===== config.mk =====
export PLATFORM = sky130hd
export DESIGN_NAME = Decoder_flat
export DESIGN_NICKNAME = d
export VERILOG_FILES = /design/src/design/CorePkg.sv /design/src/design/DecodeBus.sv /design/src/design/Decoder.sv /design/src/flat_wrapper.sv
export SDC_FILE = /design/constraint.sdc
export NUM_CORES = 1
export LEC_CHECK = 0
export ABC_AREA = 1
export ABC_CLOCK_PERIOD_IN_PS = 2900
export BUFFER_PORTS_ARGS = -buffer_cell sky130_fd_sc_hd__buf_2
export CORE_MARGIN = 5
export CORE_UTILIZATION = 42
export DETAILED_ROUTE_END_ITERATION = 10
export MAX_ROUTING_LAYER = met4
export PLACE_DENSITY = 0.9
export SLEW_MARGIN = 20
export SYNTH_ARGS = -nofsm -noshare
export SYNTH_HDL_FRONTEND = slang
export SYNTH_SLANG_ARGS = --single-unit

===== constraint.sdc =====
create_clock -name vclk -period 2.9
set_clock_uncertainty 0.15 [all_clocks]
set_input_delay 0.29 -clock vclk [all_inputs]
set_output_delay 0.29 -clock vclk [all_outputs]
set_load 0.05 [all_outputs]

===== src/design/CorePkg.sv =====
// Shared RV32I definitions; the core has no M extension, no CSR and no exceptions
package CorePkg;

  localparam int DataWidth = 32;
  localparam int RegCount = 32;
  localparam int DataMemWords = 256;
  localparam logic [DataWidth-1:0] ResetPc = 32'h0000_0000;

  typedef logic [4:0] RegAddr;

  localparam RegAddr RegNone = 5'd0;

  // Major opcodes, bits 6:0 of the instruction
  typedef enum logic [6:0] {
    OpcOpImm  = 7'b0010011,
    OpcOp     = 7'b0110011,
    OpcLui    = 7'b0110111,
    OpcAuipc  = 7'b0010111,
    OpcJal    = 7'b1101111,
    OpcJalr   = 7'b1100111,
    OpcBranch = 7'b1100011,
    OpcLoad   = 7'b0000011,
    OpcStore  = 7'b0100011
  } OpCode;

  typedef enum logic [3:0] {
    AluAdd = 4'd0,
    AluSub,
    AluSll,
    AluSlt,
    AluSltu,
    AluXor,
    AluSrl,
    AluSra,
    AluOr,
    AluAnd,
    AluPassB
  } AluCode;

  typedef enum logic [1:0] {
    SelReg = 2'd0,
    SelImm,
    SelPc,
    SelZero
  } OperandSel;

  typedef enum logic [2:0] {
    BrNone = 3'd0,
    BrEq,
    BrNe,
    BrLt,
    BrGe,
    BrLtu,
    BrGeu
  } BrCode;

  typedef enum logic [2:0] {
    MemNone = 3'd0,
    MemByte,
    MemHalf,
    MemWord,
    MemByteU,
    MemHalfU
  } MemWidth;

  typedef enum logic [1:0] {
    StFetch,
    StExecute,
    StMemory,
    StWriteback
  } CoreState;

  typedef struct packed {
    AluCode    aluCode;
    OperandSel op1Sel;
    OperandSel op2Sel;
    BrCode     brCode;
    MemWidth   memWidth;
    logic      wEnable;
    logic      isJump;
    logic      isJalr;
    logic      isLoad;
    logic      isStore;
    logic      isBubble;
  } OpInfo;

endpackage


===== src/design/DecodeBus.sv =====
// Decoder results; only valid while the instruction register holds a fetched word
`timescale 1ns/1ps

interface DecodeBus;

  CorePkg::RegAddr rs1Addr;
  CorePkg::RegAddr rs2Addr;
  CorePkg::RegAddr rdAddr;
  logic [CorePkg::DataWidth-1:0] imm;
  CorePkg::OpInfo opInfo;

  modport producer (output rs1Addr, output rs2Addr, output rdAddr, output imm,
                    output opInfo);

  modport consumer (input rs1Addr, input rs2Addr, input rdAddr, input imm,
                    input opInfo);

endinterface


===== src/design/Decoder.sv =====
// RV32I base decode only; unknown opcodes become bubbles, reserved funct3 values are not trapped
`timescale 1ns/1ps

module Decoder (
  input  logic [31:0] instB,
  DecodeBus.producer  bus
);

  CorePkg::OpCode opCode;
  logic [2:0] funct3;
  logic [6:0] funct7;
  logic [31:0] immI;
  logic [31:0] immS;
  logic [31:0] immB;
  logic [31:0] immU;
  logic [31:0] immJ;

  function automatic CorePkg::AluCode aluFor(input logic [2:0] f3, input logic alt);
    case (f3)
      3'b000:  return alt ? CorePkg::AluSub : CorePkg::AluAdd;
      3'b001:  return CorePkg::AluSll;
      3'b010:  return CorePkg::AluSlt;
      3'b011:  return CorePkg::AluSltu;
      3'b100:  return CorePkg::AluXor;
      3'b101:  return alt ? CorePkg::AluSra : CorePkg::AluSrl;
      3'b110:  return CorePkg::AluOr;
      default: return CorePkg::AluAnd;
    endcase
  endfunction

  function automatic CorePkg::MemWidth widthFor(input logic [2:0] f3);
    case (f3)
      3'b000:  return CorePkg::MemByte;
      3'b001:  return CorePkg::MemHalf;
      3'b010:  return CorePkg::MemWord;
      3'b100:  return CorePkg::MemByteU;
      3'b101:  return CorePkg::MemHalfU;
      default: return CorePkg::MemNone;
    endcase
  endfunction

  assign opCode = CorePkg::OpCode'(instB[6:0]);
  assign funct3 = instB[14:12];
  assign funct7 = instB[31:25];

  assign immI = {{20{instB[31]}}, instB[31:20]};
  assign immS = {{20{instB[31]}}, instB[31:25], instB[11:7]};
  assign immB = {{19{instB[31]}}, instB[31], instB[7], instB[30:25], instB[11:8], 1'b0};
  assign immU = {instB[31:12], 12'b0};
  assign immJ = {{11{instB[31]}}, instB[31], instB[19:12], instB[20], instB[30:21], 1'b0};

  always_comb begin
    bus.rs1Addr = CorePkg::RegNone;
    bus.rs2Addr = CorePkg::RegNone;
    bus.rdAddr = CorePkg::RegNone;
    bus.imm = '0;
    bus.opInfo = '0;

    case (opCode)
      CorePkg::OpcOpImm: begin
        bus.rs1Addr = instB[19:15];
        bus.rdAddr = instB[11:7];
        bus.imm = immI;
        bus.opInfo.op2Sel = CorePkg::SelImm;
        // Bit 30 only selects SRAI; ADDI with a negative immediate also has it set
        bus.opInfo.aluCode = aluFor(funct3, funct7[5] && funct3 == 3'b101);
        bus.opInfo.wEnable = 1'b1;
      end
      CorePkg::OpcOp: begin
        bus.rs1Addr = instB[19:15];
        bus.rs2Addr = instB[24:20];
        bus.rdAddr = instB[11:7];
        bus.opInfo.aluCode = aluFor(funct3, funct7[5]);
        bus.opInfo.wEnable = 1'b1;
      end
      CorePkg::OpcLui, CorePkg::OpcAuipc: begin
        bus.rdAddr = instB[11:7];
        bus.imm = immU;
        bus.opInfo.op1Sel = CorePkg::SelPc;
        bus.opInfo.op2Sel = CorePkg::SelImm;
        bus.opInfo.aluCode = (opCode == CorePkg::OpcLui) ? CorePkg::AluPassB : CorePkg::AluAdd;
        bus.opInfo.wEnable = 1'b1;
      end
      CorePkg::OpcJal: begin
        bus.rdAddr = instB[11:7];
        bus.imm = immJ;
        bus.opInfo.wEnable = 1'b1;
        bus.opInfo.isJump = 1'b1;
      end
      CorePkg::OpcJalr: begin
        bus.rs1Addr = instB[19:15];
        bus.rdAddr = instB[11:7];
        bus.imm = immI;
        bus.opInfo.op2Sel = CorePkg::SelImm;
        bus.opInfo.wEnable = 1'b1;
        bus.opInfo.isJump = 1'b1;
        bus.opInfo.isJalr = 1'b1;
      end
      CorePkg::OpcBranch: begin
        bus.rs1Addr = instB[19:15];
        bus.rs2Addr = instB[24:20];
        bus.imm = immB;
        case (funct3)
          3'b000:  bus.opInfo.brCode = CorePkg::BrEq;
          3'b001:  bus.opInfo.brCode = CorePkg::BrNe;
          3'b100:  bus.opInfo.brCode = CorePkg::BrLt;
          3'b101:  bus.opInfo.brCode = CorePkg::BrGe;
          3'b110:  bus.opInfo.brCode = CorePkg::BrLtu;
          3'b111:  bus.opInfo.brCode = CorePkg::BrGeu;
          default: bus.opInfo.brCode = CorePkg::BrNone;
        endcase
      end
      CorePkg::OpcLoad: begin
        bus.rs1Addr = instB[19:15];
        bus.rdAddr = instB[11:7];
        bus.imm = immI;
        bus.opInfo.op2Sel = CorePkg::SelImm;
        bus.opInfo.memWidth = widthFor(funct3);
        bus.opInfo.wEnable = 1'b1;
        bus.opInfo.isLoad = 1'b1;
      end
      CorePkg::OpcStore: begin
        bus.rs1Addr = instB[19:15];
        bus.rs2Addr = instB[24:20];
        bus.imm = immS;
        bus.opInfo.op2Sel = CorePkg::SelImm;
        // SB, SH and SW share their funct3 codes with the signed loads
        bus.opInfo.memWidth = widthFor({1'b0, funct3[1:0]});
        bus.opInfo.isStore = 1'b1;
      end
      default: begin
        bus.opInfo.isBubble = 1'b1;
      end
    endcase
  end

endmodule


===== src/flat_wrapper.sv =====
// flat-port wrapper written by rule: the top's interface ports become plain ports
module Decoder_flat 
  (instB, bus_rs1Addr, bus_rs2Addr, bus_rdAddr, bus_imm, bus_opInfo);
  DecodeBus bus_i ();
  input  logic [31:0] instB;
  output wire logic [$bits(bus_i.rs1Addr)-1:0] bus_rs1Addr;
  output wire logic [$bits(bus_i.rs2Addr)-1:0] bus_rs2Addr;
  output wire logic [$bits(bus_i.rdAddr)-1:0] bus_rdAddr;
  output wire logic [$bits(bus_i.imm)-1:0] bus_imm;
  output wire logic [$bits(bus_i.opInfo)-1:0] bus_opInfo;
  assign bus_rs1Addr = bus_i.rs1Addr;
  assign bus_rs2Addr = bus_i.rs2Addr;
  assign bus_rdAddr = bus_i.rdAddr;
  assign bus_imm = bus_i.imm;
  assign bus_opInfo = bus_i.opInfo;
  Decoder u_core (.instB(instB), .bus(bus_i));
endmodule

# Word level (Yosys, flattened, before mapping)
# Cells that the tools add are included.
# op_classes
n_eq_ne	18
muxes	25
reduce_logical	11
# op_table
operator	count
32-bit one-hot mux with 5 select lines	1
4-bit one-hot mux with 7 select lines	2
7-bit by 6-bit == test with 1-bit output (second input constant)	3
7-bit == test (second input constant)	3
3-bit one-hot mux with 6 select lines	1
5-bit 2-to-1 mux	3
3-bit one-hot mux with 5 select lines	1
7-bit by 5-bit == test with 1-bit output (second input constant)	2
3-bit == test (second input constant)	4
4-bit one-hot mux with 3 select lines	1
6-bit OR reduction	2
1-bit 2-to-1 mux	11
9-bit OR reduction	1
7-bit by 2-bit == test with 1-bit output (second input constant)	1
7-bit OR reduction	1
3-bit by 2-bit == test with 1-bit output (second input constant)	2
2-bit one-hot mux with 3 select lines	1
3-bit one-hot mux with 2 select lines	1
3-bit OR reduction	2
4-bit 2-to-1 mux	1
2-bit OR reduction	2
3-bit by 1-bit == test with 1-bit output (second input constant)	1
3-bit logical NOT	1
3-bit 2-to-1 mux	1
5 further kinds	5
# totals
register_bits	0
output_inout_bits	67
elab_cells	54

# Longest topological paths before layout
# Gate-level depths: netlist (run 1).
# depth
depth_word	5
depth_mapped	9
ltp_nobuf	9

# Worst setup path before layout (run 1)
# No wires, ideal clock.
# synth_timing
path_type	in2out
from	input port instB[4]
to	output port bus_rdAddr[0]
arrival_ns	2.306
t_required_ns	2.460
setup_slack_ns	0.154
stages	7
path_buffers	0
path_cell_list	inv_2 > nand3_1 > nor2_2 > nor2_4 > nand3_1 > inv_1 > nor2_1
# synth_between
elab_chain_cells	3
elab_cells_between_ends	9
classes_between	eq/ne: 7; mux: 1; reduce/logical: 1
# synth_rtl
item	line	rtl
from (decl)	flat_wrapper.sv:5	input logic [31:0] instB;
7-bit by 5-bit == test with 1-bit output, or another cell as far along	Decoder.sv:59	case (opCode)
7-bit OR reduction (no line) (*)	n/a	
5-bit 2-to-1 mux (*)	Decoder.sv:59	
to (decl)	flat_wrapper.sv:8	output wire logic [$bits(bus_i.rdAddr)-1:0] bus_rdAddr;
# Every way passes the cells marked *; elsewhere a longest branch is shown, timed or not.

# Final worst setup path (run 1)
# layout_timing
from	input port instB[13]
to	output port bus_opInfo[16]
# layout_between
elab_chain_cells	5
elab_cells_between_ends	13
classes_between	eq/ne: 6; mux: 5; reduce/logical: 2
# layout_rtl
item	line	rtl
3-bit == test	Decoder.sv:19, Decoder.sv:66	
1-bit logical AND	Decoder.sv:66	bus.opInfo.aluCode = aluFor(funct3, funct7[5] && funct3 == 3'b101);
1-bit 2-to-1 mux	Decoder.sv:20, Decoder.sv:25	
4-bit one-hot mux with 7 select lines	Decoder.sv:19	case (f3)
4-bit one-hot mux with 3 select lines (*)	Decoder.sv:59	
to (decl)	flat_wrapper.sv:10	output wire logic [$bits(bus_i.opInfo)-1:0] bus_opInfo;
# Marked as above.

==> results of run 1 <==
==> logic make-up (layout without fill, tap and decap cells) <==
kind of cell	Yosys count	count (layout)	share of synthesized area, %
AO/OA/AOI/OAI	28	28	14.74
adder cells (fa/ha/maj)	5	5	5.848
buffers and inverters	52	144	20.12
other	1	2	0.3505
AND/OR/NAND/NOR	140	140	58.95
==> critical path, delay by kind of cell <==
kind / cells / cell delay (ps)
AOI/OAI and AO/OA: 1 / 160
adders and majority gates: 1 / 230
buffers and inverters: 3 / 450
and+or+nand+nor: 6 / 510
==> cell type report <==
class              count  share of cell area (%)
repair buffers        97                   31.16
multi-input cells    175                   55.10
inverters             47                   11.33
well taps             30                   2.410
==> placed cells by master, fill, tap and decap left out, drive strengths merged <==
master  instances
buf            97
nand2          88
inv            47
nor2           44
o21ai          13
a21oi          12
nand3           7
ha              5
conb            2
o211ai          1
o31ai           1
nor3            1
a31oi           1
==> power by group through the flow <==
stage	sequential, mW	clock (mW)	combinational [mW]
after floorplan	0	0	0.123
after global placement	0	0	0.174
after detailed placement	0	0	0.176
after CTS	0	0	0.176
after global routing	0	0	0.191
final	0	0	0.176
==> metal layers <==
metal	vias to the layer above	wire [µm]
li1	857	-
met1	702	1417
met2	66	1889
met3	0	381
met4	0	0
met5	-	0
==> stage by stage <==
stage                     setup WS (ps)  cell area (µm²)  instances
after global routing              645.7             1558        349
after CTS                         827.0             1558        349
final                             813.8             1558        349
after detailed placement          830.1             1558        349
after global placement            894.1             1558        349
after floorplan                   154.4             1074        227
==> how the worst min path moves through the flow <==
stage	slack, ps	cells after the start	to
after floorplan	620	2	bus_opInfo[4]
after global placement	800	4	bus_imm[7]
after detailed placement	810	4	bus_rs1Addr[4]
after CTS	810	4	bus_rs1Addr[4]
after global routing	810	4	bus_rs1Addr[4]
final	800	4	bus_rs1Addr[4]
==> results by group, run 1 <==
Run status
  • Status: completed

Layout
  • Clock buffer cells: 0
  • Area of the multi-input gates: 858.3 µm²
  • Layout area overhead: 45.61%
  • Antenna diodes: 0
  • Final Util: 63.46%
  • FFs & Latches: 0
  • Fin nets: 358
  • Layout cells sized above 1: 39.18%
  • Fill count: 279
  • Register area: 0 µm²

Synth
  • Cell Area, Synth: 1070 µm²
  • Avg Inst Size Synth: 4.734 µm²
  • Top cell type by total area after synthesis: nand2_1
  • YS warnings: 0
  • Post-synthesis cell count: 226
  • Seq/Total Area, Yosys: 0%
  • Synth top cells by count: nand2_1, inv_1, nor2_1
  • Count leader, synth: nand2_1
  • Top cells by area, synth: nand2_1, inv_1, nor2_1
  • Post-synthesis cell type count: 22
  • Share of the synthesized area in the top cell type: 25.61%

Die
  • # IOs: 99
  • Total die area: 3657 µm²
  • Die Span Y: 60.47 µm
  • Row cnt: 18
  • Die W: 60.47 µm
  • Core area: 2455 µm²
  • Initial core utilization: 43.58%

Route
  • Routed WL: 3687 µm
  • Vias: 1625
  • DRC: 0
  • DRT iter0 DRCs: 105
  • DRT Pass-1 Iters: 4
  • Wire length per cell: 10.56 µm
  • Avg Vias per Cell: 4.656
  • Routed Antenna Nets: 0

Pwr
  • Flop pwr share: 0%
  • Power consumption: 0.1759 mW
  • Maximum vdd drop: 0.07008 mV
  • Pleak: 1.259 nW
  • P_sw: 0.1290 mW
  • Power per Cell Area: 112.9 nW/µm²
  • Internal: 0.04687 mW
  • Net Sw Frac: 73.35%
  • Clock share of power: 0%
  • Gate power share: 100.0%

Timing
  • Hold Slack: 804.8 ps
  • Final setup viols: 0
  • Pins Over Slew Limit: 0
  • Max Freq: 0.4793 GHz
  • Tcrit/Tclk final: 71.94%
  • Fin crit period: 2086 ps
  • Final Hold Fails: 0
  • Setup TNS: 0 ps
  • Unrepaired setup endpoints after global routing: false

GRT
  • Initial antenna violation count: 0
  • Largest net degree at the start of global routing: 14
  • GR Util All Layers: 19.35%
  • Number of global-route vias before repair: 1403
  • GR Util met1: 22.50%
  • Busiest grt layer: met2
  • M2 GR Usage: 37.65%
  • Grt ovf: 0
  • First-pass GRT wire length: 5616 µm
  • Met3 usage: 1.489%

Critical path
  • Crit start category: input pin
  • Cell mode on critical path: nand2_1
  • Critical path type: in2out
  • CP peak stage delay: 250 ps
  • CP startpoint: instB[13]
  • Worst-path fanout max: 5
  • Critical Path RT: 2460 ps
  • Crit-path cells: buf_2 > inv_1 > ha_1 > nand2_1 > nand2_1 > a21oi_1 > nand2_1 > nand2_1 > nand2_1 > nand2_1 > buf_2
  • Arrival @ worst endpoint: 1650 ps
  • CP max-delay cell: buf_2
  • CP Capture Point: bus_opInfo[16]
  • Crit. End Element: output pin

Min path
  • Hold crit path type: in2out
  • HP Start: instB[19]

Place
  • HPWL Detailed: 3245 µm
  • Gp weighted congestion: 0.9207
  • Port-buffer cells: 97

Clock network
  • Hold_buf cts: 0
  • Post-CTS setup buffer count: 0
  • Post-CTS resize count: 0

Flow run
  • Max-cap violation count: 0
Power figures use the tool's default switching activity.
==> run 2, diff against run 1 <==
Settings changed: ABC_CLOCK_PERIOD_IN_PS 2900 to 1820, CORE_UTILIZATION 42 to 36, PLACE_DENSITY 0.9 to 0.82.
Clock period 2.9 ns to 1.82 ns, I/O delays scaled along.
==> run 2 against run 1 <==
Combinational power increased by 93%. Worst setup slack got worse by 770 ps. Hold slack got worse by 250 ps. Clock-buffer cell count stayed put. Cell area grew 26%. Die area up 14%. Sequential share of layout area is the same.
==> results by group, run 2 (synthesis results as in run 1) <==
Critical path
  • Crit-path cells: buf_6 > inv_2 > nand2_2 > nor2_4 > nand2_1 > buf_4 > o31ai_2 > buf_2 (was buf_2 > inv_1 > ha_1 > nand2_1 > nand2_1 > a21oi_1 > nand2_1 > nand2_1 > nand2_1 > nand2_1 > buf_2)
  • Crit. End Element: output pin (unchanged)
  • CP peak stage delay: 290 ps (was 250 ps)
  • CP max-delay cell: buf_2 (unchanged)
  • Crit start category: input pin (unchanged)
  • Critical Path RT: 1490 ps (was 2460 ps)
  • Arrival @ worst endpoint: 1440 ps (was 1650 ps)
  • Worst-path fanout max: 6 (was 5)
  • Critical path type: in2out (unchanged)

GRT
  • First-pass GRT wire length: 6451 µm (was 5616 µm)
  • Number of global-route vias before repair: 1478 (was 1403)
  • Initial antenna violation count: 0 (unchanged)
  • Grt ovf: 0 (unchanged)
  • GR Util All Layers: 18.62% (was 19.35%)
  • Largest net degree at the start of global routing: 14 (unchanged)

Route
  • DRC: 0 (unchanged)
  • Vias: 1726 (was 1625)
  • Routed Antenna Nets: 0 (unchanged)
  • Wire length per cell: 12.02 µm (was 10.56 µm)
  • Avg Vias per Cell: 4.821 (was 4.656)
  • DRT iter0 DRCs: 72 (was 105)
  • Routed WL: 4302 µm (was 3687 µm)
  • DRT Pass-1 Iters: 4 (unchanged)

Layout
  • Layout cells sized above 1: 50.76% (was 39.18%)
  • Clock buffer cells: 0 (unchanged)
  • Final Util: 69.76% (was 63.46%)
  • Design Area, Final: 1957 µm² (was 1558 µm²)
  • Fill count: 262 (was 279)
  • Fin nets: 366 (was 358)
  • FFs & Latches: 0 (unchanged)
  • Most frequent cells in the layout: nand2_1, buf_2, inv_1 (was buf_2, nand2_1, inv_1)
  • Register area: 0 µm² (unchanged)
  • Most common library cell in the layout ignoring fill and taps: nand2_1 (was buf_2)
  • Antenna diodes: 0 (unchanged)
  • Layout area overhead: 82.92% (was 45.61%)

Die
  • Core area: 2805 µm² (was 2455 µm²)
  • Die W: 64.51 µm (was 60.47 µm)
  • Row cnt: 19 (was 18)
  • Total die area: 4162 µm² (was 3657 µm²)
  • Initial core utilization: 38.14% (was 43.58%)
  • # IOs: 99 (unchanged)
  • Die Span Y: 64.51 µm (was 60.47 µm)

Timing
  • Setup TNS: 0 ps (unchanged)
  • Pins Over Slew Limit: 0 (unchanged)
  • Max Freq: 0.5630 GHz
  • Tcrit/Tclk final: 97.60%
  • Final Hold Fails: 0 (unchanged)
  • Hold Slack: 552.6 ps (was 804.8 ps)
  • Fin crit period: 1776 ps
  • Final setup viols: 0 (unchanged)

Pwr
  • Maximum vdd drop: 0.09919 mV (was 0.07008 mV)
  • Power per Cell Area: 173.8 nW/µm² (was 112.9 nW/µm²)
  • Pleak: 1.346 nW (was 1.259 nW)
  • Power consumption: 0.3401 mW (was 0.1759 mW)

Place
  • Post-DP Area: 1739 µm² (was 1558 µm²)
  • HPWL Detailed: 3474 µm (was 3245 µm)
  • Gp weighted congestion: 0.8942 (was 0.9207)
  • Port-buffer cells: 97 (unchanged)

Flow run
  • Max-cap violation count: 0 (unchanged)

Min path
  • Hold crit path type: in2out (unchanged)

Clock network
  • Post-CTS setup buffer count: 0 (unchanged)

Run status
  • Status: completed (unchanged)
-- run 2: cell count changes in the layout (fill, tap and decap cells not counted), sizes merged --
cell / change
buf: -15
clkbuf: +23
clkinvlp: +2
inv: -2
-- run 2: cell type report --
class	count	area [µm²]	area share, %
multi-input combinational	175	1023	52.30
tap	31	38.79	1.982
timing repair buffer	105	705.7	36.06
inverter	47	188.9	9.655
-- run 2: critical path, delay by kind of cell --
kind / cells / cell delay (ps)
AO/OA/AOI/OAI: 1 / 150
AND/OR/NAND/NOR: 3 / 480
buffers and inverters: 4 / 620
-- run 2: timing repair --
| action | 4_1_cts | 5_1_grt |
|---|---|---|
| pin swaps | 0 | 7 |
| endpoints found under the setup margin | 4 | 33 |
| hold buffers | 0 | 0 |
| resized for setup | 4 | 90 |
-- run 2: final timing paths --
path / depth (start not counted) / slack, ps / to / start
setup / recovery: 8 / 40 / bus_opInfo[6] / instB[3]
hold / removal: 4 / 550 / bus_imm[8] / instB[28]
-- run 2: report_power, final --
part,switching (mW),internal (mW)
Clock,0,0
Combinational,0.236,0.104
Sequential,0,0
-- run 2: layer usage --
layer  global-route usage (%)  up-vias  part of all wire (%)
li1                         -      878                     -
met2                    34.28       83                    52
met5                        -        -                     0
met4                    1.583        0                  0.33
met1                    22.42      763                    38
met3                    2.418        2                   9.4
-- run 2: metrics by stage --
stage,setup WS (ps),cells
floorplan,-39.48,227
global placement,-2.733,358
detailed placement,-12.00,358
CTS,5.434,358
global route,-19.38,358
finish,43.71,358
==> run 3, diff against run 2 <==
Settings changed: ABC_AREA 1 to not set, CORE_UTILIZATION 36 to 34, PLACE_DENSITY 0.82 to 0.81.
==> run 3 against run 2 <==
Clock-buffer cell count unchanged. Critical endpoint is now bus_imm[4]. Critical path type unchanged. Hold slack gained 10 ps. Sequential share of layout area unchanged. Utilization down 0.42 points. Critical path depth down 1. Combinational power up 1%. Final cell count decreased by 18%. Highest routed layer is now met3. Non-clock buffer count is 18 higher. Area after synthesis down 9.6%. Fmax increased by 0.16%.
==> results by group, run 3 <==
Layout
  • Design Area, Final: 1896 µm² (was 1957 µm²)
  • Register area: 0 µm² (unchanged)
  • FFs & Latches: 0 (unchanged)
  • Most frequent cells in the layout: buf_2, buf_4, and2_1 (was nand2_1, buf_2, inv_1)
  • Layout area overhead: 95.99% (was 82.92%)
  • Antenna diodes: 0 (unchanged)
  • Area of the multi-input gates: 1018 µm² (was 1023 µm²)
  • Final Util: 69.34% (was 69.76%)
  • Most common library cell in the layout ignoring fill and taps: buf_2 (was nand2_1)
  • Final Non-Filler Cells: 292 (was 358)
  • Clock buffer cells: 0 (unchanged)
  • Fill count: 232 (was 262)
  • Fin nets: 300 (was 366)
  • Layout cells sized above 1: 63.60% (was 50.76%)

Synth
  • Post-synthesis cell type count: 42 (was 22)
  • Compound-Gate Fraction of Synth Area: 41.14% (was 14.74%)
  • Share of the synthesized area in the top cell type: 14.75% (was 25.61%)
  • Cell Area, Synth: 967.2 µm² (was 1070 µm²)
  • YS warnings: 0 (unchanged)
  • Simple-gate share of the synthesized area: 40.23% (was 58.95%)
  • Synth top cells by count: and2_1, a21o_1, nor2_1 (was nand2_1, inv_1, nor2_1)
  • Top cells by area, synth: a21o_1, and2_1, nor2_1 (was nand2_1, inv_1, nor2_1)
  • Seq/Total Area, Yosys: 0% (unchanged)
  • Avg Inst Size Synth: 6.491 µm² (was 4.734 µm²)
  • Post-synthesis mux area share: 2.070% (was 0%)
  • Count leader, synth: and2_1 (was nand2_1)
  • Synth Area in XOR/XNOR: 0% (unchanged)
  • Main combinational cell family by area after synthesis: compound AO/OA/AOI/OAI gates (was simple AND/OR/NAND/NOR gates)
  • Top cell type by total area after synthesis: a21o_1 (was nand2_1)
  • Post-synthesis cell count: 149 (was 226)
  • Post-Synth Adder-Cell Area: 6.468% (was 5.848%)

Route
  • Routed Antenna Nets: 0 (unchanged)
  • Wire length per cell: 13.74 µm (was 12.02 µm)
  • Avg Vias per Cell: 5.017 (was 4.821)
  • DRT iter0 DRCs: 56 (was 72)
  • DRT Pass-1 Iters: 4 (unchanged)
  • Vias: 1465 (was 1726)
  • Routed WL: 4011 µm (was 4302 µm)
  • DRC: 0 (unchanged)

Clock network
  • Post-CTS setup buffer count: 0 (unchanged)
  • Hold_buf cts: 0 (unchanged)

Timing
  • Max Freq: 0.5639 GHz (was 0.5630 GHz)
  • Hold Slack: 562.7 ps (was 552.6 ps)
  • Fin crit period: 1774 ps (was 1776 ps)
  • Setup TNS: 0 ps (unchanged)
  • Final Hold Fails: 0 (unchanged)
  • Final setup viols: 0 (unchanged)
  • Pins Over Slew Limit: 0 (unchanged)
  • Unrepaired setup endpoints after global routing: true
  • Tcrit/Tclk final: 97.45% (was 97.60%)

Die
  • Die Span Y: 63.34 µm (was 64.51 µm)
  • Initial core utilization: 35.38% (was 38.14%)
  • # IOs: 99 (unchanged)
  • Row cnt: 19 (unchanged)
  • Die W: 63.34 µm (was 64.51 µm)
  • Total die area: 4011 µm² (was 4162 µm²)
  • Core area: 2734 µm² (was 2805 µm²)

GRT
  • Grt ovf: 0 (unchanged)
  • Number of global-route vias before repair: 1365 (was 1478)
  • Largest net degree at the start of global routing: 19 (was 14)
  • GR Util All Layers: 17.86% (was 18.62%)
  • First-pass GRT wire length: 6127 µm (was 6451 µm)
  • Initial antenna violation count: 0 (unchanged)

Critical path
  • Critical path type: in2out (unchanged)
  • Crit start category: input pin (unchanged)
  • Critical Path RT: 1490 ps (about the same)
  • Crit. End Element: output pin (unchanged)
  • Worst-path fanout max: 4 (was 6)
  • Arrival @ worst endpoint: 1440 ps (about the same)

Place
  • Port-buffer cells: 97 (unchanged)
  • Gp weighted congestion: 0.8643 (was 0.8942)
  • Placed Cells: 291 (was 358)
  • HPWL Detailed: 3200 µm (was 3474 µm)
  • Post-DP Area: 1732 µm² (was 1739 µm²)

Min path
  • HP Start: instB[15] (was instB[28])
  • Hold crit path type: in2out (unchanged)
  • Worst hold path depth: 3 (was 4)
  • Hold worst-path end: bus_imm[15] (was bus_imm[8])

Flow run
  • Max-cap violation count: 0 (unchanged)

Run status
  • Status: completed (unchanged)

Pwr
  • Maximum vdd drop: 0.1381 mV (was 0.09919 mV)
  • Power per Cell Area: 181.9 nW/µm² (was 173.8 nW/µm²)
  • Pleak: 1.156 nW (was 1.346 nW)
## run 3: cell count changes after synthesis, moves of 5 or more
cell      change
o21ai_0       -5
nor2_1       -19
nand3_1       -5
nor2_4        -5
nand2_1      -61
a21o_1       +19
inv_1        -39
nand2_2      -14
a21oi_1       -6
clkbuf_1      +5
and2_1       +21
## run 3: worst max-delay path by stage
stage	end	slack, ps	from
global route	bus_opInfo[10]	-40	instB[4]
finish	bus_imm[4]	50	instB[4]
CTS	bus_imm[19]	0.1	instB[3]
detailed placement	bus_opInfo[16]	-20	instB[12]
global placement	bus_imm[14]	1	instB[3]
floorplan	bus_rdAddr[0]	-110	instB[2]
## run 3: kinds of logic (layout without fill, tap and decap cells)
| group | after synthesis | after routing |
|---|---|---|
| buffers and inverters | 18 | 129 |
| multiplexers | 2 | 2 |
| AND/OR/NAND/NOR | 69 | 69 |
| AO/OA/AOI/OAI | 54 | 54 |
| adder cells (fa/ha/maj) | 5 | 5 |
| other | 1 | 2 |
## run 3: timing repair
item | 4_1_cts | 5_1_grt
pin swaps | 0 | 1
hold endpoints to repair | 0 | 0
resized for setup | 12 | 54
setup endpoints to repair | 12 | 37
cloned | 0 | 1
## run 3: metrics by stage
| step | power [mW] | worst slack [ps] |
|---|---|---|
| finish | 0.3447 | 46.49 |
| global route | 0.3707 | -41.25 |
| CTS | 0.3298 | 0.1372 |
| detailed placement | 0.3255 | -17.14 |
| global placement | 0.3225 | 1.348 |
| floorplan | 0.2166 | -107.5 |
## run 3: per-layer routing
metal	vias up	track usage [%]	share of wire, %
met3	0	2.309	9.6
li1	753	-	-
met1	649	20.51	40
met5	-	-	0
met2	63	34.52	50
met4	0	0	0
## run 3: power breakdown
| part | total (mW) | internal (mW) | switching, mW |
|---|---|---|---|
| clock network | 0 | 0 | 0 |
| logic | 0.345 | 0.129 | 0.216 |
| registers | 0 | 0 | 0 |
| total | 0.345 | 0.129 | 0.216 |
## run 3: layout make-up
cell class	instances	area share (%)
multi-input cells	132	53.73
repair buffers	123	43.04
well taps	31	2.046
inverters	6	1.188
## run 3: critical path, cell delays in order
cell and delay [ps]:
buf_2 100, nand4b_2 190, or2_2 320, o41ai_1 80, buf_4 190, a22o_1 120, buf_2 260
